### src/verilog/vi_consts.svh
// Widths, pipeline depth and RV32 encoding values for the core, included by every RTL file
`ifndef VI_CONSTS_SVH
`define VI_CONSTS_SVH

`define VI_XLEN        32
`define VI_REG_ADDR_W  5
`define VI_NUM_REGS    32
`define VI_MEM_ADDR_W  20
`define VI_MULT_STAGES 4
`define VI_RESET_PC    20'h00000

// Major opcodes
`define VI_OPC_OP      7'b0110011
`define VI_OPC_OP_IMM  7'b0010011
`define VI_OPC_STORE   7'b0100011

`define VI_F3_ADD      3'b000
`define VI_F3_SW       3'b010
`define VI_F3_OR       3'b110
`define VI_F3_AND      3'b111

`define VI_F7_BASE     7'b0000000
`define VI_F7_SUB      7'b0100000
`define VI_F7_MULDIV   7'b0000001

`endif

### src/verilog/vi_isa_pkg.sv
// Instruction set types of the core, decoded operations and RV32 field slices, imported where used
`default_nettype none

package vi_isa_pkg;

	typedef logic [31:0] instr_t;
	typedef logic [6:0]  opcode_t;
	typedef logic [2:0]  funct3_t;
	typedef logic [6:0]  funct7_t;

	typedef enum logic [2:0] {
		OP_NOP,
		OP_ADD,
		OP_SUB,
		OP_AND,
		OP_OR,
		OP_ADDI,
		OP_MUL,
		OP_SW
	} op_e;

	// Ops whose result comes out of the ALU and goes to a register
	function automatic logic op_alu_write(op_e op);
		return op inside {OP_ADD, OP_SUB, OP_AND, OP_OR, OP_ADDI};
	endfunction

endpackage

`default_nettype wire

### src/verilog/vi_pipe_pkg.sv
// Datapath types shared by the pipeline stages, imported where used
`default_nettype none

`include "vi_consts.svh"

package vi_pipe_pkg;

	typedef logic [`VI_XLEN-1:0]       word_t;
	typedef logic [`VI_REG_ADDR_W-1:0] reg_addr_t;
	typedef logic [`VI_MEM_ADDR_W-1:0] mem_addr_t;

endpackage

`default_nettype wire

### src/verilog/fetch_unit.sv
// Instruction fetch over the four-phase memory port, feeding the one-entry decode buffer
`default_nettype none

`include "vi_consts.svh"

module fetch_unit (
	input  logic                   clk_i,
	input  logic                   reset_i,
	input  logic                   stall_i,
	input  logic                   mem_data_ready_i,
	input  vi_pipe_pkg::word_t     mem_data_i,
	output logic                   mem_read_o,
	output vi_pipe_pkg::mem_addr_t mem_read_addr_o,
	output logic                   instr_valid_o,
	output vi_isa_pkg::instr_t     instr_o
);
	import vi_isa_pkg::*;
	import vi_pipe_pkg::*;

	typedef enum logic [1:0] {
		FETCH_IDLE,
		FETCH_REQ,
		FETCH_RELEASE
	} fetch_state_e;

	fetch_state_e state_q;
	mem_addr_t pc_q;
	logic buf_valid_q;
	instr_t buf_instr_q;
	logic consume;
	logic can_start;
	logic capture;

	assign consume = buf_valid_q && !stall_i;
	// Old acknowledge must be gone and the buffer free by the time data returns
	assign can_start = !mem_data_ready_i && (!buf_valid_q || consume);
	assign capture = (state_q == FETCH_REQ) && mem_data_ready_i;

	always_ff @(posedge clk_i) begin
		if (reset_i) begin
			state_q <= FETCH_IDLE;
			pc_q <= `VI_RESET_PC;
		end else begin
			case (state_q)
				FETCH_IDLE: begin
					if (can_start)
						state_q <= FETCH_REQ;
				end
				FETCH_REQ: begin
					if (capture) begin
						state_q <= FETCH_RELEASE;
						pc_q <= pc_q + mem_addr_t'(4);
					end
				end
				default: begin
					if (!mem_data_ready_i)
						state_q <= can_start ? FETCH_REQ : FETCH_IDLE;
				end
			endcase
		end
	end

	always_ff @(posedge clk_i) begin
		if (reset_i)
			buf_valid_q <= 1'b0;
		else if (capture)
			buf_valid_q <= 1'b1;
		else if (consume)
			buf_valid_q <= 1'b0;
	end

	always_ff @(posedge clk_i) begin
		if (capture)
			buf_instr_q <= mem_data_i;
	end

	assign mem_read_o = (state_q == FETCH_REQ);
	assign mem_read_addr_o = pc_q;
	assign instr_valid_o = buf_valid_q;
	assign instr_o = buf_instr_q;

endmodule

`default_nettype wire

### src/verilog/decoder.sv
// Decode of the buffered instruction into operation, register indices and immediate
`default_nettype none

`include "vi_consts.svh"

module decoder (
	input  logic                   instr_valid_i,
	input  vi_isa_pkg::instr_t     instr_i,
	output vi_isa_pkg::op_e        op_o,
	output vi_pipe_pkg::reg_addr_t rs1_o,
	output vi_pipe_pkg::reg_addr_t rs2_o,
	output vi_pipe_pkg::reg_addr_t rd_o,
	output vi_pipe_pkg::word_t     imm_o
);
	import vi_isa_pkg::*;
	import vi_pipe_pkg::*;

	opcode_t opcode;
	funct3_t funct3;
	funct7_t funct7;
	reg_addr_t rd_field;
	op_e op;

	assign opcode = instr_i[6:0];
	assign funct3 = instr_i[14:12];
	assign funct7 = instr_i[31:25];
	assign rd_field = instr_i[11:7];

	always_comb begin
		op = OP_NOP;
		case (opcode)
			`VI_OPC_OP: begin
				if (funct7 == `VI_F7_BASE && funct3 == `VI_F3_ADD)
					op = OP_ADD;
				else if (funct7 == `VI_F7_SUB && funct3 == `VI_F3_ADD)
					op = OP_SUB;
				else if (funct7 == `VI_F7_BASE && funct3 == `VI_F3_AND)
					op = OP_AND;
				else if (funct7 == `VI_F7_BASE && funct3 == `VI_F3_OR)
					op = OP_OR;
				else if (funct7 == `VI_F7_MULDIV && funct3 == `VI_F3_ADD)
					op = OP_MUL;
			end
			`VI_OPC_OP_IMM: begin
				if (funct3 == `VI_F3_ADD)
					op = OP_ADDI;
			end
			`VI_OPC_STORE: begin
				if (funct3 == `VI_F3_SW)
					op = OP_SW;
			end
			default: op = OP_NOP;
		endcase
		if (!instr_valid_i)
			op = OP_NOP;
		// Writes to x0 are dropped here so no later stage sees rd 0
		if ((op_alu_write(op) || op == OP_MUL) && rd_field == '0)
			op = OP_NOP;
	end

	assign op_o = op;
	// Unused sources read as x0 so they never match a hazard
	assign rs1_o = (op == OP_NOP) ? '0 : instr_i[19:15];
	assign rs2_o = (op == OP_NOP || op == OP_ADDI) ? '0 : instr_i[24:20];
	assign rd_o = (op == OP_NOP || op == OP_SW) ? '0 : rd_field;
	assign imm_o = (op == OP_SW) ?
		{{20{instr_i[31]}}, instr_i[31:25], instr_i[11:7]} :
		{{20{instr_i[31]}}, instr_i[31:20]};

endmodule

`default_nettype wire

### src/verilog/int_registers.sv
// Integer register file, two combinational reads and one write at the clock edge
`default_nettype none

`include "vi_consts.svh"

module int_registers (
	input  logic                   clk_i,
	input  logic                   reset_i,
	input  vi_pipe_pkg::reg_addr_t rs1_i,
	input  vi_pipe_pkg::reg_addr_t rs2_i,
	input  logic                   wr_en_i,
	input  vi_pipe_pkg::reg_addr_t wr_addr_i,
	input  vi_pipe_pkg::word_t     wr_data_i,
	output vi_pipe_pkg::word_t     rs1_data_o,
	output vi_pipe_pkg::word_t     rs2_data_o
);
	import vi_pipe_pkg::*;

	word_t regs_q [`VI_NUM_REGS];

	always_ff @(posedge clk_i) begin
		if (reset_i) begin
			for (int i = 0; i < `VI_NUM_REGS; i++)
				regs_q[i] <= '0;
		end else if (wr_en_i && wr_addr_i != '0) begin
			regs_q[wr_addr_i] <= wr_data_i;
		end
	end

	assign rs1_data_o = (rs1_i == '0) ? '0 : regs_q[rs1_i];
	assign rs2_data_o = (rs2_i == '0) ? '0 : regs_q[rs2_i];

endmodule

`default_nettype wire

### src/verilog/bypass_ctrl.sv
// Operand forwarding into decode and the decode stall for multiply hazards
`default_nettype none

`include "vi_consts.svh"

module bypass_ctrl (
	input  vi_isa_pkg::op_e                                 op_i,
	input  vi_pipe_pkg::reg_addr_t                          rs1_i,
	input  vi_pipe_pkg::reg_addr_t                          rs2_i,
	input  vi_pipe_pkg::word_t                              rs1_data_i,
	input  vi_pipe_pkg::word_t                              rs2_data_i,
	input  vi_isa_pkg::op_e                                 exe_op_i,
	input  vi_pipe_pkg::reg_addr_t                          exe_rd_i,
	input  vi_pipe_pkg::word_t                              exe_result_i,
	input  logic [`VI_MULT_STAGES-1:0]                      mult_valid_i,
	input  vi_pipe_pkg::reg_addr_t [`VI_MULT_STAGES-1:0]    mult_rd_i,
	input  logic                                            wb_en_i,
	input  vi_pipe_pkg::reg_addr_t                          wb_addr_i,
	input  vi_pipe_pkg::word_t                              wb_data_i,
	output vi_pipe_pkg::word_t                              op_a_o,
	output vi_pipe_pkg::word_t                              op_b_o,
	output logic                                            stall_o
);
	import vi_isa_pkg::*;
	import vi_pipe_pkg::*;

	logic exe_fwd;
	logic port_clash;

	assign exe_fwd = op_alu_write(exe_op_i);

	// Execute result wins over the writeback latch, which wins over the register file
	function automatic word_t forward(reg_addr_t src, word_t rf_data);
		if (src == '0)
			return rf_data;
		if (exe_fwd && exe_rd_i == src)
			return exe_result_i;
		if (wb_en_i && wb_addr_i == src)
			return wb_data_i;
		return rf_data;
	endfunction

	// Product for src not yet in the writeback latch
	function automatic logic mul_pending(reg_addr_t src);
		logic hit;
		hit = (exe_op_i == OP_MUL) && (exe_rd_i == src);
		for (int i = 0; i < `VI_MULT_STAGES; i++)
			hit = hit || (mult_valid_i[i] && mult_rd_i[i] == src);
		return hit && (src != '0);
	endfunction

	// Product that reaches the writeback latch together with this instruction
	assign port_clash = op_alu_write(op_i) && mult_valid_i[`VI_MULT_STAGES-2];

	always_comb begin
		op_a_o = forward(rs1_i, rs1_data_i);
		op_b_o = forward(rs2_i, rs2_data_i);
		stall_o = mul_pending(rs1_i) || mul_pending(rs2_i) || port_clash;
	end

endmodule

`default_nettype wire

### src/verilog/exe_stage.sv
// Execute stage with ALU, store issue and the writeback latch shared by ALU and multiplier
`default_nettype none

`include "vi_consts.svh"

module exe_stage (
	input  logic                   clk_i,
	input  logic                   reset_i,
	input  logic                   stall_i,
	input  vi_isa_pkg::op_e        op_i,
	input  vi_pipe_pkg::reg_addr_t rd_i,
	input  vi_pipe_pkg::word_t     op_a_i,
	input  vi_pipe_pkg::word_t     op_b_i,
	input  vi_pipe_pkg::word_t     imm_i,
	input  logic                   mult_valid_i,
	input  vi_pipe_pkg::reg_addr_t mult_rd_i,
	input  vi_pipe_pkg::word_t     mult_result_i,
	output vi_isa_pkg::op_e        exe_op_o,
	output vi_pipe_pkg::reg_addr_t exe_rd_o,
	output vi_pipe_pkg::word_t     exe_result_o,
	output logic                   mult_start_o,
	output vi_pipe_pkg::word_t     mult_a_o,
	output vi_pipe_pkg::word_t     mult_b_o,
	output logic                   wb_en_o,
	output vi_pipe_pkg::reg_addr_t wb_addr_o,
	output vi_pipe_pkg::word_t     wb_data_o,
	output logic                   mem_write_enable_o,
	output vi_pipe_pkg::mem_addr_t mem_write_addr_o,
	output vi_pipe_pkg::word_t     mem_write_data_o
);
	import vi_isa_pkg::*;
	import vi_pipe_pkg::*;

	op_e op_q;
	reg_addr_t rd_q;
	word_t a_q;
	word_t b_q;
	word_t imm_q;
	word_t alu_result;

	always_ff @(posedge clk_i) begin
		if (reset_i || stall_i)
			op_q <= OP_NOP;
		else
			op_q <= op_i;
	end

	always_ff @(posedge clk_i) begin
		rd_q <= rd_i;
		a_q <= op_a_i;
		b_q <= op_b_i;
		imm_q <= imm_i;
	end

	always_comb begin
		case (op_q)
			OP_ADD:        alu_result = a_q + b_q;
			OP_SUB:        alu_result = a_q - b_q;
			OP_AND:        alu_result = a_q & b_q;
			OP_OR:         alu_result = a_q | b_q;
			OP_ADDI, OP_SW: alu_result = a_q + imm_q;
			default:       alu_result = '0;
		endcase
	end

	// Bypass keeps ALU writes away from cycles where a product arrives
	always_ff @(posedge clk_i) begin
		if (reset_i) begin
			wb_en_o <= 1'b0;
			mem_write_enable_o <= 1'b0;
		end else begin
			wb_en_o <= mult_valid_i || op_alu_write(op_q);
			mem_write_enable_o <= (op_q == OP_SW);
		end
	end

	always_ff @(posedge clk_i) begin
		wb_addr_o <= mult_valid_i ? mult_rd_i : rd_q;
		wb_data_o <= mult_valid_i ? mult_result_i : alu_result;
		mem_write_addr_o <= alu_result[`VI_MEM_ADDR_W-1:0];
		mem_write_data_o <= b_q;
	end

	assign exe_op_o = op_q;
	assign exe_rd_o = rd_q;
	assign exe_result_o = alu_result;
	assign mult_start_o = (op_q == OP_MUL);
	assign mult_a_o = a_q;
	assign mult_b_o = b_q;

endmodule

`default_nettype wire

### src/verilog/mult_pipe.sv
// Multiply path, product formed on entry and carried with its rd through the stage registers
`default_nettype none

`include "vi_consts.svh"

module mult_pipe (
	input  logic                                         clk_i,
	input  logic                                         reset_i,
	input  logic                                         start_i,
	input  vi_pipe_pkg::reg_addr_t                       rd_i,
	input  vi_pipe_pkg::word_t                           a_i,
	input  vi_pipe_pkg::word_t                           b_i,
	output logic [`VI_MULT_STAGES-1:0]                   valid_o,
	output vi_pipe_pkg::reg_addr_t [`VI_MULT_STAGES-1:0] rd_o,
	output vi_pipe_pkg::word_t                           result_o
);
	import vi_pipe_pkg::*;

	logic [`VI_MULT_STAGES-1:0] valid_q;
	reg_addr_t [`VI_MULT_STAGES-1:0] rd_q;
	word_t prod_q [`VI_MULT_STAGES];

	always_ff @(posedge clk_i) begin
		if (reset_i)
			valid_q <= '0;
		else
			valid_q <= {valid_q[`VI_MULT_STAGES-2:0], start_i};
	end

	// Low word of the product only
	always_ff @(posedge clk_i) begin
		rd_q[0] <= rd_i;
		prod_q[0] <= word_t'(a_i * b_i);
		for (int i = 1; i < `VI_MULT_STAGES; i++) begin
			rd_q[i] <= rd_q[i-1];
			prod_q[i] <= prod_q[i-1];
		end
	end

	assign valid_o = valid_q;
	assign rd_o = rd_q;
	assign result_o = prod_q[`VI_MULT_STAGES-1];

endmodule

`default_nettype wire

### src/verilog/vi_core.sv
// Top of the integer pipeline, wires fetch, decode, execute, multiply and writeback together
`default_nettype none

`include "vi_consts.svh"

module vi_core (
	input  logic                   clk_i,
	input  logic                   reset_i,
	output logic                   mem_read_o,
	output vi_pipe_pkg::mem_addr_t mem_read_addr_o,
	input  logic                   mem_data_ready_i,
	input  vi_pipe_pkg::word_t     mem_data_i,
	output logic                   mem_write_enable_o,
	output vi_pipe_pkg::mem_addr_t mem_write_addr_o,
	output vi_pipe_pkg::word_t     mem_write_data_o
);
	import vi_isa_pkg::*;
	import vi_pipe_pkg::*;

	// Fetch to decode
	logic instr_valid;
	instr_t instr;

	// Decode
	op_e dec_op;
	reg_addr_t dec_rs1;
	reg_addr_t dec_rs2;
	reg_addr_t dec_rd;
	word_t dec_imm;
	word_t rs1_data;
	word_t rs2_data;
	word_t op_a;
	word_t op_b;
	logic stall;

	// Execute and writeback
	op_e exe_op;
	reg_addr_t exe_rd;
	word_t exe_result;
	logic wb_en;
	reg_addr_t wb_addr;
	word_t wb_data;

	// Multiply path
	logic mult_start;
	word_t mult_a;
	word_t mult_b;
	logic [`VI_MULT_STAGES-1:0] mult_valid;
	reg_addr_t [`VI_MULT_STAGES-1:0] mult_rd;
	word_t mult_result;

	fetch_unit fetch_unit (
		.clk_i            (clk_i),
		.reset_i          (reset_i),
		.stall_i          (stall),
		.mem_data_ready_i (mem_data_ready_i),
		.mem_data_i       (mem_data_i),
		.mem_read_o       (mem_read_o),
		.mem_read_addr_o  (mem_read_addr_o),
		.instr_valid_o    (instr_valid),
		.instr_o          (instr)
	);

	decoder decoder (
		.instr_valid_i (instr_valid),
		.instr_i       (instr),
		.op_o          (dec_op),
		.rs1_o         (dec_rs1),
		.rs2_o         (dec_rs2),
		.rd_o          (dec_rd),
		.imm_o         (dec_imm)
	);

	int_registers int_registers (
		.clk_i      (clk_i),
		.reset_i    (reset_i),
		.rs1_i      (dec_rs1),
		.rs2_i      (dec_rs2),
		.wr_en_i    (wb_en),
		.wr_addr_i  (wb_addr),
		.wr_data_i  (wb_data),
		.rs1_data_o (rs1_data),
		.rs2_data_o (rs2_data)
	);

	bypass_ctrl bypass_ctrl (
		.op_i         (dec_op),
		.rs1_i        (dec_rs1),
		.rs2_i        (dec_rs2),
		.rs1_data_i   (rs1_data),
		.rs2_data_i   (rs2_data),
		.exe_op_i     (exe_op),
		.exe_rd_i     (exe_rd),
		.exe_result_i (exe_result),
		.mult_valid_i (mult_valid),
		.mult_rd_i    (mult_rd),
		.wb_en_i      (wb_en),
		.wb_addr_i    (wb_addr),
		.wb_data_i    (wb_data),
		.op_a_o       (op_a),
		.op_b_o       (op_b),
		.stall_o      (stall)
	);

	exe_stage exe_stage (
		.clk_i              (clk_i),
		.reset_i            (reset_i),
		.stall_i            (stall),
		.op_i               (dec_op),
		.rd_i               (dec_rd),
		.op_a_i             (op_a),
		.op_b_i             (op_b),
		.imm_i              (dec_imm),
		.mult_valid_i       (mult_valid[`VI_MULT_STAGES-1]),
		.mult_rd_i          (mult_rd[`VI_MULT_STAGES-1]),
		.mult_result_i      (mult_result),
		.exe_op_o           (exe_op),
		.exe_rd_o           (exe_rd),
		.exe_result_o       (exe_result),
		.mult_start_o       (mult_start),
		.mult_a_o           (mult_a),
		.mult_b_o           (mult_b),
		.wb_en_o            (wb_en),
		.wb_addr_o          (wb_addr),
		.wb_data_o          (wb_data),
		.mem_write_enable_o (mem_write_enable_o),
		.mem_write_addr_o   (mem_write_addr_o),
		.mem_write_data_o   (mem_write_data_o)
	);

	mult_pipe mult_pipe (
		.clk_i    (clk_i),
		.reset_i  (reset_i),
		.start_i  (mult_start),
		.rd_i     (exe_rd),
		.a_i      (mult_a),
		.b_i      (mult_b),
		.valid_o  (mult_valid),
		.rd_o     (mult_rd),
		.result_o (mult_result)
	);

endmodule

`default_nettype wire

### config.mk
export PLATFORM = sky130hd
export DESIGN_NAME = vi_core
export DESIGN_NICKNAME = d
export VERILOG_FILES = /design/src/verilog/vi_isa_pkg.sv /design/src/verilog/vi_pipe_pkg.sv /design/src/verilog/fetch_unit.sv /design/src/verilog/decoder.sv /design/src/verilog/int_registers.sv /design/src/verilog/bypass_ctrl.sv /design/src/verilog/exe_stage.sv /design/src/verilog/mult_pipe.sv /design/src/verilog/vi_core.sv
export VERILOG_INCLUDE_DIRS = /design/src /design/src/verilog
export SDC_FILE = /design/constraint.sdc
export NUM_CORES = 2
export LEC_CHECK = 0
export ABC_AREA = 1
export BUFFER_PORTS_ARGS = -buffer_cell sky130_fd_sc_hd__buf_4
export CORE_MARGIN = 2
export CORE_UTILIZATION = 55
export CTS_CLUSTER_DIAMETER = 120
export DETAILED_ROUTE_END_ITERATION = 7
export MAX_ROUTING_LAYER = met4
export PLACE_DENSITY = 0.74
export REMOVE_ABC_BUFFERS = 1
export SYNTH_ARGS = -nofsm -noshare
export SYNTH_HDL_FRONTEND = slang
export SYNTH_HIERARCHICAL = 1
export SYNTH_SLANG_ARGS = --single-unit
### constraint.sdc
create_clock -name clk_i -period 6.2 [get_ports clk_i]
set_clock_uncertainty 0.05 [all_clocks]
set_input_delay 1.24 -clock clk_i [delete_from_list [all_inputs] [get_ports clk_i]]
set_output_delay 1.24 -clock clk_i [all_outputs]
set_load 0.05 [all_outputs]
==> impl_metrics.tcl <==
set metrics [dict create \
    crit_top_cell "fa_1" \
    synth_cells 12000 \
    antenna_found_initial 12 \
    die_y_um 413 \
    seq_area_frac_synth 0.426 \
    die_x_um 413 \
    drc 1 \
    cp.arrival_ps 7190 \
    synth_ff_type "edfxtp_1" \
    status "finished, violations left" \
    synth_compound_area_frac 0.0526 \
    vias 86400 \
    grt_pass1_wl_mm 511 \
    clockPowerShare 0.459 \
    syn_area_um2 91800 \
    min_from "mult_pipe/prod_q[1][17]" \
    grt_max_degree 109 \
    fmax_ghz 0.154 \
    wl_per_cell_um 24.2 \
    fillers 14100 \
    combPwrFrac 0.033 \
    gp_congestion 1.01 \
    hold_class "flop to flop" \
    placed_cells 14000 \
    cp_slowest_cell "fa_1" \
    timing.setup.tns_ps -2670 \
    p_seq_frac 0.508 \
    dpl_cell_area_um2 96400 \
    post-route-period-util 1.05 \
    rr_startpoint "exe_stage/mult_b_o[2]" \
    worst_pin_slew_ps 1400 \
    grt_pass1_vias 82800 \
    path_clk_slew_ps 60 \
    wl_met1_mm 129 \
    rsz0062_at_grt "true" \
    timing.final.hold_violations 0 \
    clock_latency_ps 850 \
    startpoint "exe_stage/mult_b_o[2]" \
    setup.worst_path.end "mult_pipe/prod_q[0][17]" \
    violations "DRC, setup timing" \
    p_leak_nw 45.5 \
    dr.max_layer_used "met4" \
    grt_use_total 0.412 \
    cp-start-kind "flop" \
    cts_sinks 1424 \
    via_per_inst 6.05 \
    area_delta_synth_final_pct 11.5 \
    start_util 0.555 \
    sw_frac_of_total 0.228 \
    wl_met3_mm 50.0 \
    drv_cap 0 \
    avgSynthCellArea_um2 7.65 \
    detailed_place_hpwl_mm 231 \
    cts.path.max_buffers 3 \
    cts-root-buf "clkbuf_16" \
    core-area_um2 165000 \
    dieArea_um2 170000 \
    tritoncts "yes" \
    setup_ws_ps -284 \
    min_period_ps 6480 \
    drt_iter0_markers 13500 \
    ys_warn_count 6 \
    criticalPathCategory "flop to flop" \
    pwr_density_cell_nw_per_um2 205 \
    firstDrtPassIters 8 \
    nets 12600 \
    final_cells 14300 \
    p_int_mw 16.2 \
    whs_ps 257 \
    io_pins 109 \
    route.antenna.remaining_nets 0 \
    final_layout_size_suffix_gt1_frac 0.0931 \
    async_reset_ff_frac 0 \
    htreeDepth 4 \
    setup_viol_count_final 16 \
    vdd_drop_max_uv 329 \
    numCtsBuffers 158 \
    p_sw_mw 4.78 \
    synth_seq_cells 1424 \
    synth_top_family_by_area "simple AND/OR/NAND/NOR gates" \
    synth-xor-area-share 0.00401 \
    stdcell_area_um2 102000 \
    yosys.area_share.simple 0.314 \
    synth_cell_type_count 68 \
    port_buffers 106 \
    drt-total-wl_mm 346 \
    synth_adder_area_share 0.111 \
    cp_data_required_time_ps 6900 \
    r2r_end "mult_pipe/prod_q[0][17]" \
    relSlewSlack 0.0613 \
    crit_fanout 6 \
    dpl_worst_slack_ps -496 \
    slowest_delay_ps 540 \
    synth_edf_count 1056 \
    critPathCaptureType "flop" \
    r2r_setup_slack_ps -280 \
    grt.overflow.total 0 \
    num_rows 149 \
    synthMuxAreaShare 0 \
    ff2ff_path_depth 28 \
    cts_hold_buf 0 \
    wl_met2_mm 147 \
    drv_slew 0 \
]
-- per-layer routing --
| layer | track usage | vias to the layer above |
|---|---|---|
| li1 | - | 37900 |
| met1 | 0.546 | 40400 |
| met2 | 0.590 | 6710 |
| met5 | - | - |
| met3 | 0.0991 | 1320 |
| met4 | 0.209 | 0 |
-- synthesized netlist by cell type (all sizes together) (2+ instances only) --
cell type	n	area share
nand2	3468	0.14
o311ai	3	0.00029
o22ai	2	0.00014
o21ai	555	0.031
fa	409	0.089
ha	163	0.022
edfxtp	1056	0.35
dfxtp	368	0.080
nor2	2039	0.085
clkinv	5	0.00022
dlymetal6s2s	4	0.00055
a22oi	18	0.0016
nor4	5	0.00034
nand4	60	0.0042
a21o	5	0.00041
inv	1167	0.048
a21oi	240	0.013
nand3	1411	0.078
xnor2	14	0.0013
a21boi	14	0.0012
o211ai	30	0.0025
o21bai	8	0.00070
xor2	28	0.0027
o21a	4	0.00033
conb	2	0.000082
clkbuf	406	0.017
nor3b	2	0.00027
buf	440	0.026
nor3	30	0.0023
a31oi	11	0.00075
or2	13	0.00089
nand3b	14	0.0011
o31ai	2	0.00016
-- cell families after synthesis --
| family | after synthesis |
|---|---|
| XOR/XNOR | 42 |
| adder cells (fa/ha/maj) | 572 |
| other | 2 |
| AND/OR/NAND/NOR | 7043 |
| AO/OA/AOI/OAI | 897 |
| buffers and inverters | 2023 |
| flip-flops | 1424 |
-- per-stage QoR --
step / power [mW] / util
after global routing: 21.4 / 0.619
after detailed placement: 11.5 / 0.583
after global placement: 11.5 / 0.583
after CTS: 21.0 / 0.616
final: 21.0 / 0.619
after floorplan: 11.2 / -
-- registers in the layout, indices dropped and copies added (netlist names) --
register and cells:
exe_stage/exe_op_o 3, exe_stage/exe_rd_o 5, exe_stage/imm_q 32, exe_stage/mem_write_addr_o 20, exe_stage/mem_write_data_o 32, exe_stage/mem_write_enable_o 1, exe_stage/mult_a_o 32, exe_stage/mult_b_o 32
exe_stage/wb_addr_o 5, exe_stage/wb_data_o 32, exe_stage/wb_en_o 1, fetch_unit/instr_o 32, fetch_unit/instr_valid_o 1, fetch_unit/mem_read_addr_o 18, fetch_unit/state_q 2, int_registers/regs_q 1024
mult_pipe/prod_q 128, mult_pipe/rd_o 20, mult_pipe/valid_o 4
-- cells in the final DEF (no fill, tap or decap), types with 25 or more instances in the layout --
master | synthesis | layout
a21oi_1 | 237 | 222
buf_12 | 0 | 83
buf_4 | 61 | 515
clkbuf_1 | 400 | 32
clkbuf_16 | 0 | 164
clkinv_1 | 4 | 30
clkinv_2 | 1 | 25
conb_1 | 2 | 34
dfxtp_1 | 368 | 349
edfxtp_1 | 1056 | 1056
fa_1 | 409 | 402
ha_1 | 163 | 147
inv_1 | 1139 | 1120
inv_2 | 27 | 44
nand2_1 | 3442 | 3410
nand2_2 | 25 | 53
nand3_1 | 1400 | 1395
nand4_1 | 59 | 59
nor2_1 | 2014 | 1992
nor2_4 | 13 | 28
o211ai_1 | 30 | 30
o21ai_0 | 487 | 483
o21ai_1 | 58 | 57
xor2_1 | 28 | 25
-- power by group through the flow --
| stage | Clock, mW | Sequential (mW) | Combinational, mW |
|---|---|---|---|
| CTS | 9.65 | 10.7 | 0.670 |
| floorplan | 0 | 10.8 | 0.394 |
| detailed placement | 0 | 10.9 | 0.666 |
| global route | 10.0 | 10.7 | 0.745 |
| finish | 9.62 | 10.7 | 0.695 |
| global placement | 0 | 10.8 | 0.650 |
-- cell type report --
cell class / instances / area [um2] / share of cell area
multi-input cells: 8588 / 45100 / 0.441
repair buffers: 614 / 5730 / 0.0560
clock inverters: 90 / 940 / 0.00918
flip-flops and latches: 1424 / 39100 / 0.382
inverters: 1172 / 4440 / 0.0434
diodes: 4 / 10.0 / 0.0000978
well taps: 2189 / 2740 / 0.0268
clock buffers: 199 / 4250 / 0.0416
-- worst max-delay path, delay by kind of cell (launching register included) --
kind	cells	cell delay (ps)
adders and majority gates	9	3950
buffers and inverters	10	880
and+or+nand+nor	5	450
AOI/OAI and AO/OA	3	410
DFF	1	370
xor gates and xnor gates	1	310
-- what timing repair did --
item	CTS	global route
pin swaps	17	32
setup buffers	7	7
endpoints found under the setup margin	17	17
gates cloned	0	1
gates resized for setup	64	98
-- how the worst min path moves through the flow --
| stage | to | slack (ps) | cells after the start |
|---|---|---|---|
| 5_1_grt | mult_pipe/prod_q[2][18] | 260 | 0 |
| 3_3_place_gp | mult_pipe/prod_q[2][21] | 260 | 0 |
| 3_5_place_dp | mult_pipe/prod_q[1][23] | 260 | 0 |
| 4_1_cts | mult_pipe/prod_q[2][17] | 260 | 0 |
| 2_1_floorplan | mult_pipe/prod_q[1][0] | 260 | 0 |
| 6_report | mult_pipe/prod_q[2][17] | 260 | 0 |
No activity file was read; power rests on OpenSTA's default activity.
